$ cat config.mk
export PLATFORM = sky130hd
export DESIGN_NAME = vdp_cpuio
export DESIGN_NICKNAME = d
export VERILOG_FILES = /design/src/hw/vdp_bus_pkg.sv /design/src/hw/vdp_reg_pkg.sv /design/src/hw/vdp_cpu_cmd_if.sv /design/src/hw/vdp_access_fsm.sv /design/src/hw/vdp_vram_port.sv /design/src/hw/vdp_reg_status.sv /design/src/hw/vdp_cpuio.sv
export SDC_FILE = /design/constraint.sdc
export NUM_CORES = 1
export LEC_CHECK = 0
export BUFFER_PORTS_ARGS = -buffer_cell sky130_fd_sc_hd__buf_4
export CAP_MARGIN = 20
export CORE_MARGIN = 2
export CORE_UTILIZATION = 48
export CTS_CLUSTER_SIZE = 12
export DETAILED_ROUTE_END_ITERATION = 8
export GPL_ROUTABILITY_DRIVEN = 0
export PLACE_DENSITY_LB_ADDON = 0.25
export SKIP_LAST_GASP = 1
export SYNTH_ARGS = -nofsm -noshare
export SYNTH_HDL_FRONTEND = slang
export SYNTH_SLANG_ARGS = --single-unit
$ cat constraint.sdc
create_clock -name clk_i -period 1.75 [get_ports clk_i]
set_input_delay 0.175 -clock clk_i [delete_from_list [all_inputs] [get_ports clk_i]]
set_output_delay 0.175 -clock clk_i [all_outputs]
set_load 0.005 [all_outputs]
$ cat src/hw/vdp_bus_pkg.sv
//--------------------------------------------------------------------
// CPU bus definitions for the VDP CPU port
// Data and address widths, video access kinds, CPU FSM states,
// decoded transfer modes and second control byte codes
//--------------------------------------------------------------------

package vdp_bus_pkg;

  // Host and VRAM data byte
  localparam int DATA_W = 8;
  // 16K VRAM address space
  localparam int ADDR_W = 14;

  // Kind of video access in the current slot
  typedef enum logic [1:0]
  {
    AC_NONE    = 2'd0,
    AC_PATTERN = 2'd1,
    AC_SPRITE  = 2'd2,
    AC_CPU     = 2'd3
  } access_t;

  // CPU access FSM
  typedef enum logic [3:0]
  {
    IDLE                = 4'd0,
    RD_MODE0            = 4'd1,
    WR_MODE0            = 4'd2,
    RD_MODE1            = 4'd3,
    WR_MODE1_1ST        = 4'd4,
    WR_MODE1_1ST_IDLE   = 4'd5,
    WR_MODE1_2ND_VREAD  = 4'd6,
    WR_MODE1_2ND_VWRITE = 4'd7,
    WR_MODE1_2ND_RWRITE = 4'd8
  } cpu_state_t;

  // Strobe and mode decode
  typedef enum logic [2:0]
  {
    NONE = 3'd0,
    RD0  = 3'd1,
    WR0  = 3'd2,
    RD1  = 3'd3,
    WR1  = 3'd4
  } xfer_t;

  // Top two bits of the second control byte
  localparam logic [1:0] SECOND_BYTE_RD  = 2'b00;
  localparam logic [1:0] SECOND_BYTE_WR  = 2'b01;
  // Register write, only bit 7 matters
  localparam logic [1:0] SECOND_BYTE_REG = 2'b10;

endpackage

$ cat src/hw/vdp_reg_pkg.sv
//--------------------------------------------------------------------
// Control and status register definitions
// Register indices, mode and enable bit positions, display modes
// and status byte layout
//--------------------------------------------------------------------

package vdp_reg_pkg;

  localparam int NUM_REGS  = 8;
  localparam int REG_IDX_W = 3;

  // Registers with decoded fields
  localparam int REG_MODE0 = 0;
  localparam int REG_MODE1 = 1;
  localparam int REG_NTB   = 2;
  localparam int REG_COLOR = 7;

  // Register 0
  localparam int R0_M3 = 1;

  // Register 1
  localparam int R1_16K   = 7;
  localparam int R1_BLANK = 6;
  localparam int R1_IE    = 5;
  localparam int R1_M1    = 4;
  localparam int R1_M2    = 3;

  // Display modes
  typedef enum logic [1:0]
  {
    OPMODE_GRAPH1 = 2'd0,
    OPMODE_GRAPH2 = 2'd1,
    OPMODE_MULTIC = 2'd2,
    OPMODE_TEXTM  = 2'd3
  } opmode_t;

  // Status byte, fifth sprite number sits below STAT_COLL
  localparam int STAT_INT  = 7;
  localparam int STAT_5TH  = 6;
  localparam int STAT_COLL = 5;

endpackage

$ cat src/hw/vdp_cpu_cmd_if.sv
//--------------------------------------------------------------------
// Command interface from the CPU access FSM to the VRAM port
// and to the register and status block
//--------------------------------------------------------------------

`timescale 1ns/1ps

interface vdp_cpu_cmd_if
  import vdp_bus_pkg::*;
();

  // VRAM side commands
  logic              wrbuf_cpu;
  logic              sched_rd;
  logic              sched_wr;
  logic              load_addr;
  // Register side commands
  logic              write_tmp;
  logic              write_reg;
  logic              destr_rd;
  // Copy of the host data byte
  logic [DATA_W-1:0] cd;

  modport fsm  (output wrbuf_cpu, sched_rd, sched_wr, load_addr,
                       write_tmp, write_reg, destr_rd, cd);
  modport vram (input  wrbuf_cpu, sched_rd, sched_wr, load_addr, cd);
  modport regs (input  write_tmp, write_reg, destr_rd, cd);

endinterface

$ cat src/hw/vdp_access_fsm.sv
//--------------------------------------------------------------------
// CPU access FSM
// Strobe decode, nine-state access sequencer and command issue
//--------------------------------------------------------------------

`timescale 1ns/1ps

module vdp_access_fsm
  import vdp_bus_pkg::*;
(
  input  logic              clk_i,
  input  logic              reset_i,
  input  logic              rd_i,
  input  logic              wr_i,
  input  logic              mode_i,
  input  logic [DATA_W-1:0] cd_i,
  vdp_cpu_cmd_if.fsm        cmd,
  output logic              sel_readahead_o
);

  cpu_state_t state_q;
  cpu_state_t state_d;
  xfer_t      xfer;

  // Transfer mode from strobes and mode select
  always_comb
  begin
    xfer = NONE;
    if (rd_i)
      xfer = mode_i ? RD1 : RD0;
    else if (wr_i)
      xfer = mode_i ? WR1 : WR0;
  end

  // State register
  always_ff @(posedge clk_i or posedge reset_i)
  begin
    if (reset_i)
      state_q <= IDLE;
    else
      state_q <= state_d;
  end

  // Data byte passes through to both blocks
  assign cmd.cd = cd_i;

  //--------------------------------------------------------------------
  // Next state and commands
  //--------------------------------------------------------------------
  always_comb
  begin
    state_d         = state_q;
    cmd.wrbuf_cpu   = 1'b0;
    cmd.sched_rd    = 1'b0;
    cmd.sched_wr    = 1'b0;
    cmd.load_addr   = 1'b0;
    cmd.write_tmp   = 1'b0;
    cmd.write_reg   = 1'b0;
    cmd.destr_rd    = 1'b0;
    sel_readahead_o = 1'b0;

    case (state_q)
      // Idle and first-byte-pending states both dispatch new accesses
      IDLE, WR_MODE1_1ST_IDLE:
      begin
        case (xfer)
          RD0: state_d = RD_MODE0;
          WR0: state_d = WR_MODE0;
          RD1: state_d = RD_MODE1;
          WR1:
          begin
            if (state_q == IDLE)
              state_d = WR_MODE1_1ST;
            // Second byte picks the path from its top two bits
            else if (cd_i[7:6] == SECOND_BYTE_RD)
              state_d = WR_MODE1_2ND_VREAD;
            else if (cd_i[7:6] == SECOND_BYTE_WR)
              state_d = WR_MODE1_2ND_VWRITE;
            else if (cd_i[7] == SECOND_BYTE_REG[1])
              state_d = WR_MODE1_2ND_RWRITE;
          end
          default: state_d = state_q;
        endcase
      end

      // Buffer on the bus, next read-ahead once the strobe drops
      RD_MODE0:
      begin
        sel_readahead_o = 1'b1;
        if (xfer == NONE)
        begin
          cmd.sched_rd = 1'b1;
          state_d      = IDLE;
        end
      end

      // Host byte into buffer, write-back after the strobe
      WR_MODE0:
      begin
        cmd.wrbuf_cpu = 1'b1;
        if (xfer == NONE)
        begin
          cmd.sched_wr = 1'b1;
          state_d      = IDLE;
        end
      end

      // Status on the bus, flags cleared at the end
      RD_MODE1:
      begin
        if (xfer == NONE)
        begin
          cmd.destr_rd = 1'b1;
          state_d      = IDLE;
        end
      end

      // First control byte goes to the temporary register
      WR_MODE1_1ST:
      begin
        cmd.write_tmp = 1'b1;
        if (xfer == NONE)
          state_d = WR_MODE1_1ST_IDLE;
      end

      // Address load, then read-ahead from the new address
      WR_MODE1_2ND_VREAD:
      begin
        cmd.load_addr = 1'b1;
        if (xfer == NONE)
        begin
          cmd.sched_rd = 1'b1;
          state_d      = IDLE;
        end
      end

      WR_MODE1_2ND_VWRITE:
      begin
        cmd.load_addr = 1'b1;
        if (xfer == NONE)
          state_d = IDLE;
      end

      WR_MODE1_2ND_RWRITE:
      begin
        cmd.write_reg = 1'b1;
        if (xfer == NONE)
          state_d = IDLE;
      end

      default: state_d = IDLE;
    endcase
  end

endmodule

$ cat src/hw/vdp_vram_port.sv
//--------------------------------------------------------------------
// VRAM side of the CPU port
// Auto-increment address, read-ahead/write-back buffer and
// slot-aligned scheduling of VRAM transfers
//--------------------------------------------------------------------

`timescale 1ns/1ps

module vdp_vram_port
  import vdp_bus_pkg::*;
(
  input  logic              clk_i,
  input  logic              reset_i,
  vdp_cpu_cmd_if.vram       cmd,
  input  logic [DATA_W-1:0] tmp_i,
  input  logic              acc_slot_i,
  input  access_t           access_type_i,
  input  logic [DATA_W-1:0] vram_d_i,
  output logic [ADDR_W-1:0] vram_a_o,
  output logic [DATA_W-1:0] vram_d_o,
  output logic              vram_we_o,
  output logic [DATA_W-1:0] buffer_o
);

  logic [ADDR_W-1:0] addr_q;
  logic [DATA_W-1:0] buffer_q;
  // Requests wait in sched until a slot, then scan for a CPU slot
  logic              rd_sched_q;
  logic              rd_act_q;
  logic              wr_sched_q;
  logic              wr_act_q;
  logic              cpu_slot;
  logic              rd_done;
  logic              wr_done;

  assign cpu_slot = acc_slot_i && (access_type_i == AC_CPU);
  // A host write in the same cycle wins over the VRAM byte
  assign rd_done  = rd_act_q && cpu_slot && !cmd.wrbuf_cpu;
  assign wr_done  = wr_act_q && cpu_slot;

  // Write strobe for the whole CPU slot phase
  assign vram_we_o = wr_act_q && (access_type_i == AC_CPU);

  always_ff @(posedge clk_i or posedge reset_i)
  begin
    if (reset_i)
    begin
      addr_q     <= '0;
      buffer_q   <= '0;
      rd_sched_q <= 1'b0;
      rd_act_q   <= 1'b0;
      wr_sched_q <= 1'b0;
      wr_act_q   <= 1'b0;
    end
    else
    begin
      // Completions first so a same-slot arm survives
      if (rd_done)
      begin
        buffer_q <= vram_d_i;
        rd_act_q <= 1'b0;
      end
      if (wr_done)
        wr_act_q <= 1'b0;

      // Align scheduled requests with the slot phase
      if (rd_sched_q && acc_slot_i)
      begin
        rd_sched_q <= 1'b0;
        rd_act_q   <= 1'b1;
      end
      if (wr_sched_q && acc_slot_i)
      begin
        wr_sched_q <= 1'b0;
        wr_act_q   <= 1'b1;
      end

      if (cmd.sched_wr)
        wr_sched_q <= 1'b1;

      // New read-ahead drops any pending write-back
      if (cmd.sched_rd)
      begin
        wr_sched_q <= 1'b0;
        wr_act_q   <= 1'b0;
        rd_sched_q <= 1'b1;
      end

      // Host write drops any pending read-ahead
      if (cmd.wrbuf_cpu)
      begin
        buffer_q   <= cmd.cd;
        rd_sched_q <= 1'b0;
        rd_act_q   <= 1'b0;
      end

      // Address from second control byte and temporary byte
      if (cmd.load_addr)
        addr_q <= {cmd.cd[ADDR_W-DATA_W-1:0], tmp_i};
      else if (rd_done || wr_done)
        addr_q <= addr_q + 1'b1;
    end
  end

  assign vram_a_o = addr_q;
  assign vram_d_o = buffer_q;
  assign buffer_o = buffer_q;

endmodule

$ cat src/hw/vdp_reg_status.sv
//--------------------------------------------------------------------
// Control registers and status register
// Temporary byte, register file, display mode decode, field decode,
// sticky sprite flags and the interrupt output
//--------------------------------------------------------------------

`timescale 1ns/1ps

module vdp_reg_status
  import vdp_bus_pkg::*;
  import vdp_reg_pkg::*;
(
  input  logic              clk_i,
  input  logic              reset_i,
  vdp_cpu_cmd_if.regs       cmd,
  input  logic              spr_coll_i,
  input  logic              spr_5th_i,
  input  logic              irq_i,
  input  logic [4:0]        spr_5th_num_i,
  output logic [DATA_W-1:0] tmp_o,
  output logic [DATA_W-1:0] status_o,
  output opmode_t           opmode_o,
  output logic              reg_16k_o,
  output logic              reg_blank_o,
  output logic [3:0]        reg_ntb_o,
  output logic [3:0]        reg_col1_o,
  output logic [3:0]        reg_col0_o,
  output logic              int_n_o
);

  logic [DATA_W-1:0]    tmp_q;
  logic [DATA_W-1:0]    ctrl_q [NUM_REGS];
  logic                 coll_q;
  logic                 fifth_q;
  logic [STAT_COLL-1:0] fifth_num_q;
  logic                 int_q;

  always_ff @(posedge clk_i or posedge reset_i)
  begin
    if (reset_i)
    begin
      tmp_q       <= '0;
      ctrl_q      <= '{default: '0};
      coll_q      <= 1'b0;
      fifth_q     <= 1'b0;
      fifth_num_q <= '0;
      int_q       <= 1'b0;
    end
    else
    begin
      // First byte of a control pair
      if (cmd.write_tmp)
        tmp_q <= cmd.cd;
      // Register number in the low bits of the second byte
      if (cmd.write_reg)
        ctrl_q[cmd.cd[REG_IDX_W-1:0]] <= tmp_q;

      // Fifth sprite, number kept from the first event only
      if (spr_5th_i)
      begin
        if (!fifth_q)
          fifth_num_q <= spr_5th_num_i;
        fifth_q <= 1'b1;
      end
      else if (cmd.destr_rd)
        fifth_q <= 1'b0;

      // Collision, set event beats the read clear
      if (spr_coll_i)
        coll_q <= 1'b1;
      else if (cmd.destr_rd)
        coll_q <= 1'b0;

      // Frame interrupt flag
      if (irq_i)
        int_q <= 1'b1;
      else if (cmd.destr_rd)
        int_q <= 1'b0;
    end
  end

  // M1 M2 M3 to display mode, illegal mixes fall back to text
  always_comb
  begin
    case ({ctrl_q[REG_MODE1][R1_M1], ctrl_q[REG_MODE1][R1_M2], ctrl_q[REG_MODE0][R0_M3]})
      3'b000:  opmode_o = OPMODE_GRAPH1;
      3'b001:  opmode_o = OPMODE_GRAPH2;
      3'b010:  opmode_o = OPMODE_MULTIC;
      default: opmode_o = OPMODE_TEXTM;
    endcase
  end

  // Status byte layout
  always_comb
  begin
    status_o                  = '0;
    status_o[STAT_INT]        = int_q;
    status_o[STAT_5TH]        = fifth_q;
    status_o[STAT_COLL]       = coll_q;
    status_o[STAT_COLL-1:0]   = fifth_num_q;
  end

  assign tmp_o       = tmp_q;
  assign reg_16k_o   = ctrl_q[REG_MODE1][R1_16K];
  // BLANK bit set means display enabled
  assign reg_blank_o = ~ctrl_q[REG_MODE1][R1_BLANK];
  assign reg_ntb_o   = ctrl_q[REG_NTB][3:0];
  assign reg_col1_o  = ctrl_q[REG_COLOR][7:4];
  assign reg_col0_o  = ctrl_q[REG_COLOR][3:0];
  // Masked by IE
  assign int_n_o     = ~(int_q & ctrl_q[REG_MODE1][R1_IE]);

endmodule

$ cat src/hw/vdp_cpuio.sv
//--------------------------------------------------------------------
// CPU port top level
// Access FSM, VRAM port, register block and the host read mux
//--------------------------------------------------------------------

`timescale 1ns/1ps

module vdp_cpuio
  import vdp_bus_pkg::*;
  import vdp_reg_pkg::*;
(
  input  logic        clk_i,
  input  logic        reset_i,
  input  logic        rd_i,
  input  logic        wr_i,
  input  logic        mode_i,
  input  logic [7:0]  cd_i,
  output logic [7:0]  cd_o,
  input  access_t     access_type_i,
  input  logic        acc_slot_i,
  input  logic [7:0]  vram_d_i,
  output logic [13:0] vram_a_o,
  output logic [7:0]  vram_d_o,
  output logic        vram_we_o,
  input  logic        spr_coll_i,
  input  logic        spr_5th_i,
  input  logic        irq_i,
  input  logic [4:0]  spr_5th_num_i,
  output opmode_t     opmode_o,
  output logic        reg_16k_o,
  output logic        reg_blank_o,
  output logic [3:0]  reg_ntb_o,
  output logic [3:0]  reg_col1_o,
  output logic [3:0]  reg_col0_o,
  output logic        int_n_o
);

  logic              sel_readahead;
  logic [DATA_W-1:0] tmp;
  logic [DATA_W-1:0] status;
  logic [DATA_W-1:0] buffer;

  vdp_cpu_cmd_if cmd_if ();

  vdp_access_fsm access_fsm_i (
    .clk_i           (clk_i),
    .reset_i         (reset_i),
    .rd_i            (rd_i),
    .wr_i            (wr_i),
    .mode_i          (mode_i),
    .cd_i            (cd_i),
    .cmd             (cmd_if.fsm),
    .sel_readahead_o (sel_readahead)
  );

  vdp_vram_port vram_port_i (
    .clk_i         (clk_i),
    .reset_i       (reset_i),
    .cmd           (cmd_if.vram),
    .tmp_i         (tmp),
    .acc_slot_i    (acc_slot_i),
    .access_type_i (access_type_i),
    .vram_d_i      (vram_d_i),
    .vram_a_o      (vram_a_o),
    .vram_d_o      (vram_d_o),
    .vram_we_o     (vram_we_o),
    .buffer_o      (buffer)
  );

  vdp_reg_status reg_status_i (
    .clk_i         (clk_i),
    .reset_i       (reset_i),
    .cmd           (cmd_if.regs),
    .spr_coll_i    (spr_coll_i),
    .spr_5th_i     (spr_5th_i),
    .irq_i         (irq_i),
    .spr_5th_num_i (spr_5th_num_i),
    .tmp_o         (tmp),
    .status_o      (status),
    .opmode_o      (opmode_o),
    .reg_16k_o     (reg_16k_o),
    .reg_blank_o   (reg_blank_o),
    .reg_ntb_o     (reg_ntb_o),
    .reg_col1_o    (reg_col1_o),
    .reg_col0_o    (reg_col0_o),
    .int_n_o       (int_n_o)
  );

  // Read-ahead buffer during mode 0 reads, status otherwise
  assign cd_o = sel_readahead ? buffer : status;

endmodule

After elaboration in Yosys (flattened, before gate mapping)
Index checks and enable logic that the tools add are counted.
{"block": "totals", "rom_bits": 0, "wordCells": 123, "register_bits": 110, "output_inout_bits": 48, "input_bits": 32, "memories": 0, "mem_bits_rw": 0, "latchBits": 0}
{"block": "op_classes", "n_eq_ne": 20, "div_mod_pow": 0, "mul": 0, "muxes": 46, "addsub": 1, "n_shift": 0, "n_reduce_logical": 29, "n_lt_le_gt_ge": 2, "bitwise": 5}
{"operator": "$bwmux W64", "n": 1}
{"operator": "$mux W8", "n": 4}
{"operator": "$mux W14", "n": 2}
{"operator": "$mux W1", "n": 25}
{"operator": "$demux W8 S3", "n": 1}
{"operator": "$mux W4", "n": 6}
{"operator": "$eq A4 B3 Y1 const B", "n": 4}
{"operator": "$pmux W4 S4", "n": 1}
{"operator": "$add A14 B1 Y14 const B", "n": 1}
{"operator": "$pmux W4 S3", "n": 1}
{"operator": "$reduce_bool A3 Y1", "n": 4}
{"operator": "$reduce_bool A2 Y1", "n": 5}
{"operator": "$eq A3 B2 Y1 const B", "n": 3}
{"operator": "$mux W3", "n": 3}
{"operator": "$eq A4 B2 Y1 const B", "n": 2}
{"operator": "$logic_and A1 B1 Y1", "n": 8}
{"operator": "$eq A3 B1 Y1 const B", "n": 2}
{"operator": "$logic_not A3 Y1", "n": 2}
{"operator": "$ne A6 B3 Y1 const B", "n": 1}
{"operator": "$pmux W2 S3", "n": 1}
{"operator": "$reduce_or A2 Y1", "n": 3}
{"operator": "$reduce_or A6 Y1", "n": 1}
{"operator": "$ne A5 B5 Y1 const B", "n": 1}
{"operator": "$eq A4 B1 Y1 const B", "n": 1}
{"operator": "17 further kinds", "n": 20}

Depth between registers and ports, before layout
{"block": "depth", "word_depth": 8, "mapped_depth": 7, "depth_no_buf": 5}

Hierarchy
From an unflattened synthesis, not the netlist that was laid out.
{"block": "unflattened", "cells_unflattened": 319, "hier_area_um2": 3460.8}
{"mod": "vdp_reg_status", "seq_area_each_um2": 850.8, "area_per_inst_um2": 1427.6, "instances": 1, "cells_each": 95}
{"mod": "vdp_vram_port", "seq_area_each_um2": 650.6, "area_per_inst_um2": 1421.4, "instances": 1, "cells_each": 151}
{"mod": "vdp_access_fsm", "seq_area_each_um2": 100.1, "area_per_inst_um2": 480.5, "instances": 1, "cells_each": 64}
{"mod": "vdp_cpuio", "seq_area_each_um2": 0.0, "area_per_inst_um2": 131.4, "instances": 1, "cells_each": 9}

Worst setup path after synthesis
No wires, ideal clock.
{"block": "synth_timing", "path_kind": "reg2reg", "from": "reg access_fsm_i.state_q[2]", "to": "reg reg_status_i.ctrl_q[57] (netlist bit)", "arrival_ns": 1.490, "path_slack_ns": 0.136, "n_path_buf": 1, "synth_period_minus_slack_ns": 1.614, "path_stages_with_launch": 5, "cell_sequence": "dfrtp_1 > buf_4 > nor4_1 > nor4b_1 > mux2_2"}
{"block": "synth_between", "elab_chain_len": 2}
{"element": "start: declaration", "line_no": "vdp_access_fsm.sv:21", "text": "cpu_state_t state_q;"}
{"element": "start signal: assignment", "line_no": "vdp_access_fsm.sv:41", "text": "state_q <= state_d;"}
{"element": "$eq A4 B4 Y1", "line_no": "vdp_access_fsm.sv:62", "text": "case (state_q)"}
{"element": "$mux W1", "line_no": "vdp_access_fsm.sv:62"}
{"element": "end signal: indexed assignment", "line_no": "vdp_reg_status.sv:56", "text": "ctrl_q[cmd.cd[REG_IDX_W-1:0]] <= tmp_q;"}
{"element": "end: declaration", "line_no": "vdp_reg_status.sv:32", "text": "logic [DATA_W-1:0] ctrl_q [NUM_REGS];"}
No other way between the ends.
A chain may end at the register's enable or synchronous reset.

Worst setup path in the final report
{"block": "layout_timing", "from": "reg access_fsm_i.state_q[2]", "to": "out cd_o[1]"}
{"block": "layout_between", "elab_chain_len": 3}
{"element": "$eq A4 B1 Y1", "line_no": "vdp_access_fsm.sv:62"}
{"element": "$mux W1", "line_no": "vdp_access_fsm.sv:62"}
{"element": "$mux W8", "line_no": "vdp_cpuio.sv:90", "text": "assign cd_o = sel_readahead ? buffer : status;"}
{"element": "end: declaration", "line_no": "vdp_cpuio.sv:18", "text": "output logic [7:0] cd_o,"}
No other way between the ends.

==> key figures <==
Status
  – Outcome: finished, violations left
  – Failing checks: negative setup slack

Floorplan
  – Ports: 80
  – Die span in x: 86.2 um
  – Die Y: 86.2 um
  – Core Region: 6460 um^2
  – Number of cell rows: 29
  – Die area: 7430 um^2
  – Initial core utilization: 50.2%

Worst setup path
  – R2R Path Start: access_fsm_i.state_q[2]$_DFFE_PP0P_
  – Crit Path Class: register to output pin
  – Worst Setup End Kind: output pin
  – CP Data Arrival Time: 1620 ps
  – Crit path cell chain: nor2_4 -> and3_4 -> mux2_4 -> buf_6
  – Slowest stage delay, CP: 420 ps
  – Reg2reg end: reg_status_i.ctrl_q[57]$_DFFE_PP0P_
  – Critical Path Fanout Max: 8
  – Worst Path Required: 1570 ps
  – FF-to-FF setup slack: 30 ps
  – FF-to-FF path depth: 4
  – Slowest CP cell: dfrtp_2
  – Startpoint types: register

Clock network
  – Clk pin slew, worst setup/hold paths: 70 ps
  – Clk buf depth: 2
  – TritonCTS Buffers: 9
  – CTS Root Cell: clkbuf_8
  – Number of H-tree levels: 3
  – Clock latency at the later pin of the worst-skew pair: 340 ps
  – Clock Sinks: 64
  – CTS tree: done

Global routing
  – Tot GR Track Use: 22.3%
  – Global-route wire length before repair: 12.7 mm
  – Pin count of the biggest net entering global routing: 65
  – Number of antenna violations at the first check in global routing: 0
  – Vias in the first global route: 2505
  – Overflow after GRT: 0

Place
  – HPWL after DPL: 5.43 mm
  – # placed instances: 440
  – Port Buf Inserts: 79

Final layout
  – Register area: 1610 um^2
  – Layout cell share with drive strength beyond 1: 45.3%
  – # fillers: 504
  – Footprint of the multi-input gates: 1520 um^2
  – Finished Layout Cells: 463
  – Diodes inserted: 0
  – Layout area overhead: 32.5%
  – Nets: 414

STA
  – WHS: 14.2 ps
  – Crit share post-route: 103%
  – Final slew viol count: 0
  – Unrepaired setup endpoints after global routing: yes
  – Setup violators final: 8
  – Final worst setup slack: -43.9 ps
  – FMAX: 557 MHz
  – Final clock skew: 6.76 ps
  – Worst Max-Slew Pin Slew: 483 ps
  – Slew headroom: 67.5%
  – Final min period: 1790 ps
  – Hold Fails Final Rpt: 0

Power
  – Leak Pwr: 0.00207 uW
  – Peak VDD IR: 0.000940 V
  – Post-layout power: 7490 uW
  – Pwr dens: 1740 nW/um^2

Detailed routing
  – Vias per inst: 5.59
  – Metal3 WL: 365 um
  – Final wirelength: 7.98 mm
  – Antenna viol nets, final: 0
  – Pre-Repair DR Iteration Count: 4
  – DR WL/cell: 17.2 um
  – Drt drc: 0
  – Initial DRC count: 106
  – DRT met1 WL: 3.66 mm
  – Met2 routed WL: 3.78 mm
  – DR vias: 2588
  – Highest metal used: met4

Yosys
  – Cell area after synthesis: 3240 um^2
  – Post-synthesis sequential area ratio: 49.4%
  – Avg Cell Area, Syn: 11.1 um^2
  – Net count after synthesis: 325
  – Syn. warnings: 0
  – Number of distinct library cells after synthesis: 46
  – FF+latch count, synth: 64
  – Gate Count Post-Synth: 292

Min path
  – Worst min path class: primary input to register
  – Worst hold path cell count: 2
  – Hold Startpoint: irq_i
  – Hold EP: reg_status_i.int_q$_DFFE_PP0P_

Job
  – Max-cap violations: 0
-- metal layers --
metal / global-route usage, % / up-vias
met4: 8.10 / 0
met1: 31.7 / 1279
li1: - / 1217
met5: 0 / -
met3: 5.05 / 13
met2: 33.8 / 79
-- critical path: cells and delay by family (launching register included) --
family        cells  cell delay (ps)
buf+inv           1              120
flops             1              420
mux               1              330
simple gates      2              410
-- layout by cell type (no fill, tap or decap), types with 3 or more instances in the layout --
cell      instances
nor4_1            3
a22oi_1           3
nand2_1          19
a31oi_1           3
buf_4            90
a21o_1            3
mux2_4            8
nor2b_1           3
xnor2_1           5
xor2_1            8
o21ai_0          11
nor3_1            4
inv_1             4
nand4_1           7
nor2_1           24
buf_6             8
mux2_2           31
nand3_1           7
dfrtp_2           3
a21oi_1          20
mux2i_1           8
dfrtp_1          61
clkbuf_8         11
-- worst max path at each step --
stage / from / endpoint / slack (ps) / depth (start not counted)
after floorplan: access_fsm_i.state_q[2]$_DFFE_PP0P_ / reg_status_i.ctrl_q[57]$_DFFE_PP0P_ / 140 / 4
after global placement: access_fsm_i.state_q[2]$_DFFE_PP0P_ / reg_status_i.reg_col0_o[1]$_DFFE_PP0P_ / 90 / 4
after detailed placement: access_fsm_i.state_q[0]$_DFFE_PP0P_ / reg_status_i.reg_col0_o[2]$_DFFE_PP0P_ / 70 / 4
after CTS: access_fsm_i.state_q[1]$_DFFE_PP0P_ / cd_o[1] / -70 / 4
after global routing: access_fsm_i.state_q[2]$_DFFE_PP0P_ / cd_o[1] / -100 / 4
final: access_fsm_i.state_q[2]$_DFFE_PP0P_ / cd_o[1] / -40 / 4
-- flip-flops by register name (all words and copies together), names as in the netlist --
signal and flops:
vram_port_i.rd_act_q 1, reg_status_i.reg_ntb_o 4, reg_status_i.fifth_num_q 5, reg_status_i.ctrl_q 5
vram_port_i.buffer_o 8, reg_status_i.tmp_o 8, reg_status_i.coll_q 1, access_fsm_i.state_q 4
vram_port_i.vram_a_o 14, vram_port_i.wr_sched_q 1, vram_port_i.wr_act_q 1, reg_status_i.reg_col0_o 4
reg_status_i.int_q 1, reg_status_i.fifth_q 1, reg_status_i.reg_16k_o 1, vram_port_i.rd_sched_q 1
reg_status_i.reg_col1_o 4
-- what timing repair did --
| action | in CTS | in global routing |
|---|---|---|
| setup endpoints to repair | 8 | 25 |
| buffers inserted | 4 | 2 |
| endpoints found under the hold margin | 64 | 0 |
| gates resized for setup | 22 | 4 |
| hold buffers | 1 | 0 |
| gates cloned | 0 | 1 |
| pin swaps | 2 | 4 |
-- synthesized netlist by cell type, drive strengths merged --
| cell | number | area [um^2] |
|---|---|---|
| o22a | 1 | 8.76 |
| buf | 20 | 145 |
| nor4b | 2 | 32.5 |
| nor3b | 2 | 15.0 |
| nand2 | 20 | 82.6 |
| nand3 | 8 | 45.0 |
| o211ai | 1 | 7.51 |
| ha | 1 | 12.5 |
| and3b | 1 | 8.76 |
| nor2 | 25 | 93.8 |
| inv | 6 | 22.5 |
| and4 | 2 | 17.5 |
| dfrtp | 64 | 1600 |
| nand4b | 1 | 8.76 |
| nor4 | 5 | 61.3 |
| mux2i | 8 | 80.1 |
| nor3 | 4 | 20.0 |
| nor2b | 3 | 18.8 |
| xor2 | 8 | 70.1 |
| o31ai | 1 | 7.51 |
| nand4 | 8 | 56.3 |
| o21bai | 1 | 7.51 |
| o21ai | 12 | 71.3 |
| a21oi | 20 | 100 |
| a211o | 1 | 8.76 |
| a22oi | 3 | 22.5 |
| a21o | 3 | 22.5 |
| and3 | 4 | 25.0 |
| a31oi | 3 | 18.8 |
| mux2 | 39 | 439 |
| or3 | 1 | 6.26 |
| xnor2 | 5 | 43.8 |
| a2111oi | 1 | 8.76 |
| o31a | 1 | 8.76 |
| clkbuf | 4 | 16.3 |
| or2 | 2 | 12.5 |
| o21a | 1 | 15.0 |
-- stage by stage --
stage	utilization [%]	setup slack, ps	cell area, um^2	TNS (ps)
6_report	66.5	-43.9	4300	-299
5_1_grt	66.5	-99.0	4300	-1230
4_1_cts	65.9	-69.0	4260	-629
3_5_place_dp	60.9	72.8	3930	0
3_3_place_gp	60.9	87.7	3930	0
2_1_floorplan	-	136	3250	0
-- report_power, final --
group / switching (uW) / internal [uW] / total (uW)
Combinational: 1260 / 1950 / 3210
Clock: 588 / 877 / 1460
Sequential: 652 / 2170 / 2820
Total: 2500 / 4990 / 7490
-- cells by family after synthesis --
logic type               share of synthesized area (%)
AND/OR/NAND/NOR                                   15.5
flip-flops                                        49.4
AO/OA/AOI/OAI                                     9.49
multiplexers                                      16.0
buffers and inverters                             5.67
XOR/XNOR                                          3.51
adder cells (fa/ha/maj)                          0.386
-- area by class of cell --
| cell class | instances | share of cell area, % |
|---|---|---|
| sequential | 64 | 37.4 |
| multi-input combinational | 199 | 35.5 |
| timing repair buffer | 101 | 19.0 |
| clock buffer | 11 | 3.52 |
| tap | 77 | 2.24 |
| clock inverter | 5 | 1.83 |
| inverter | 6 | 0.611 |
(Power assumes the default switching activity.)
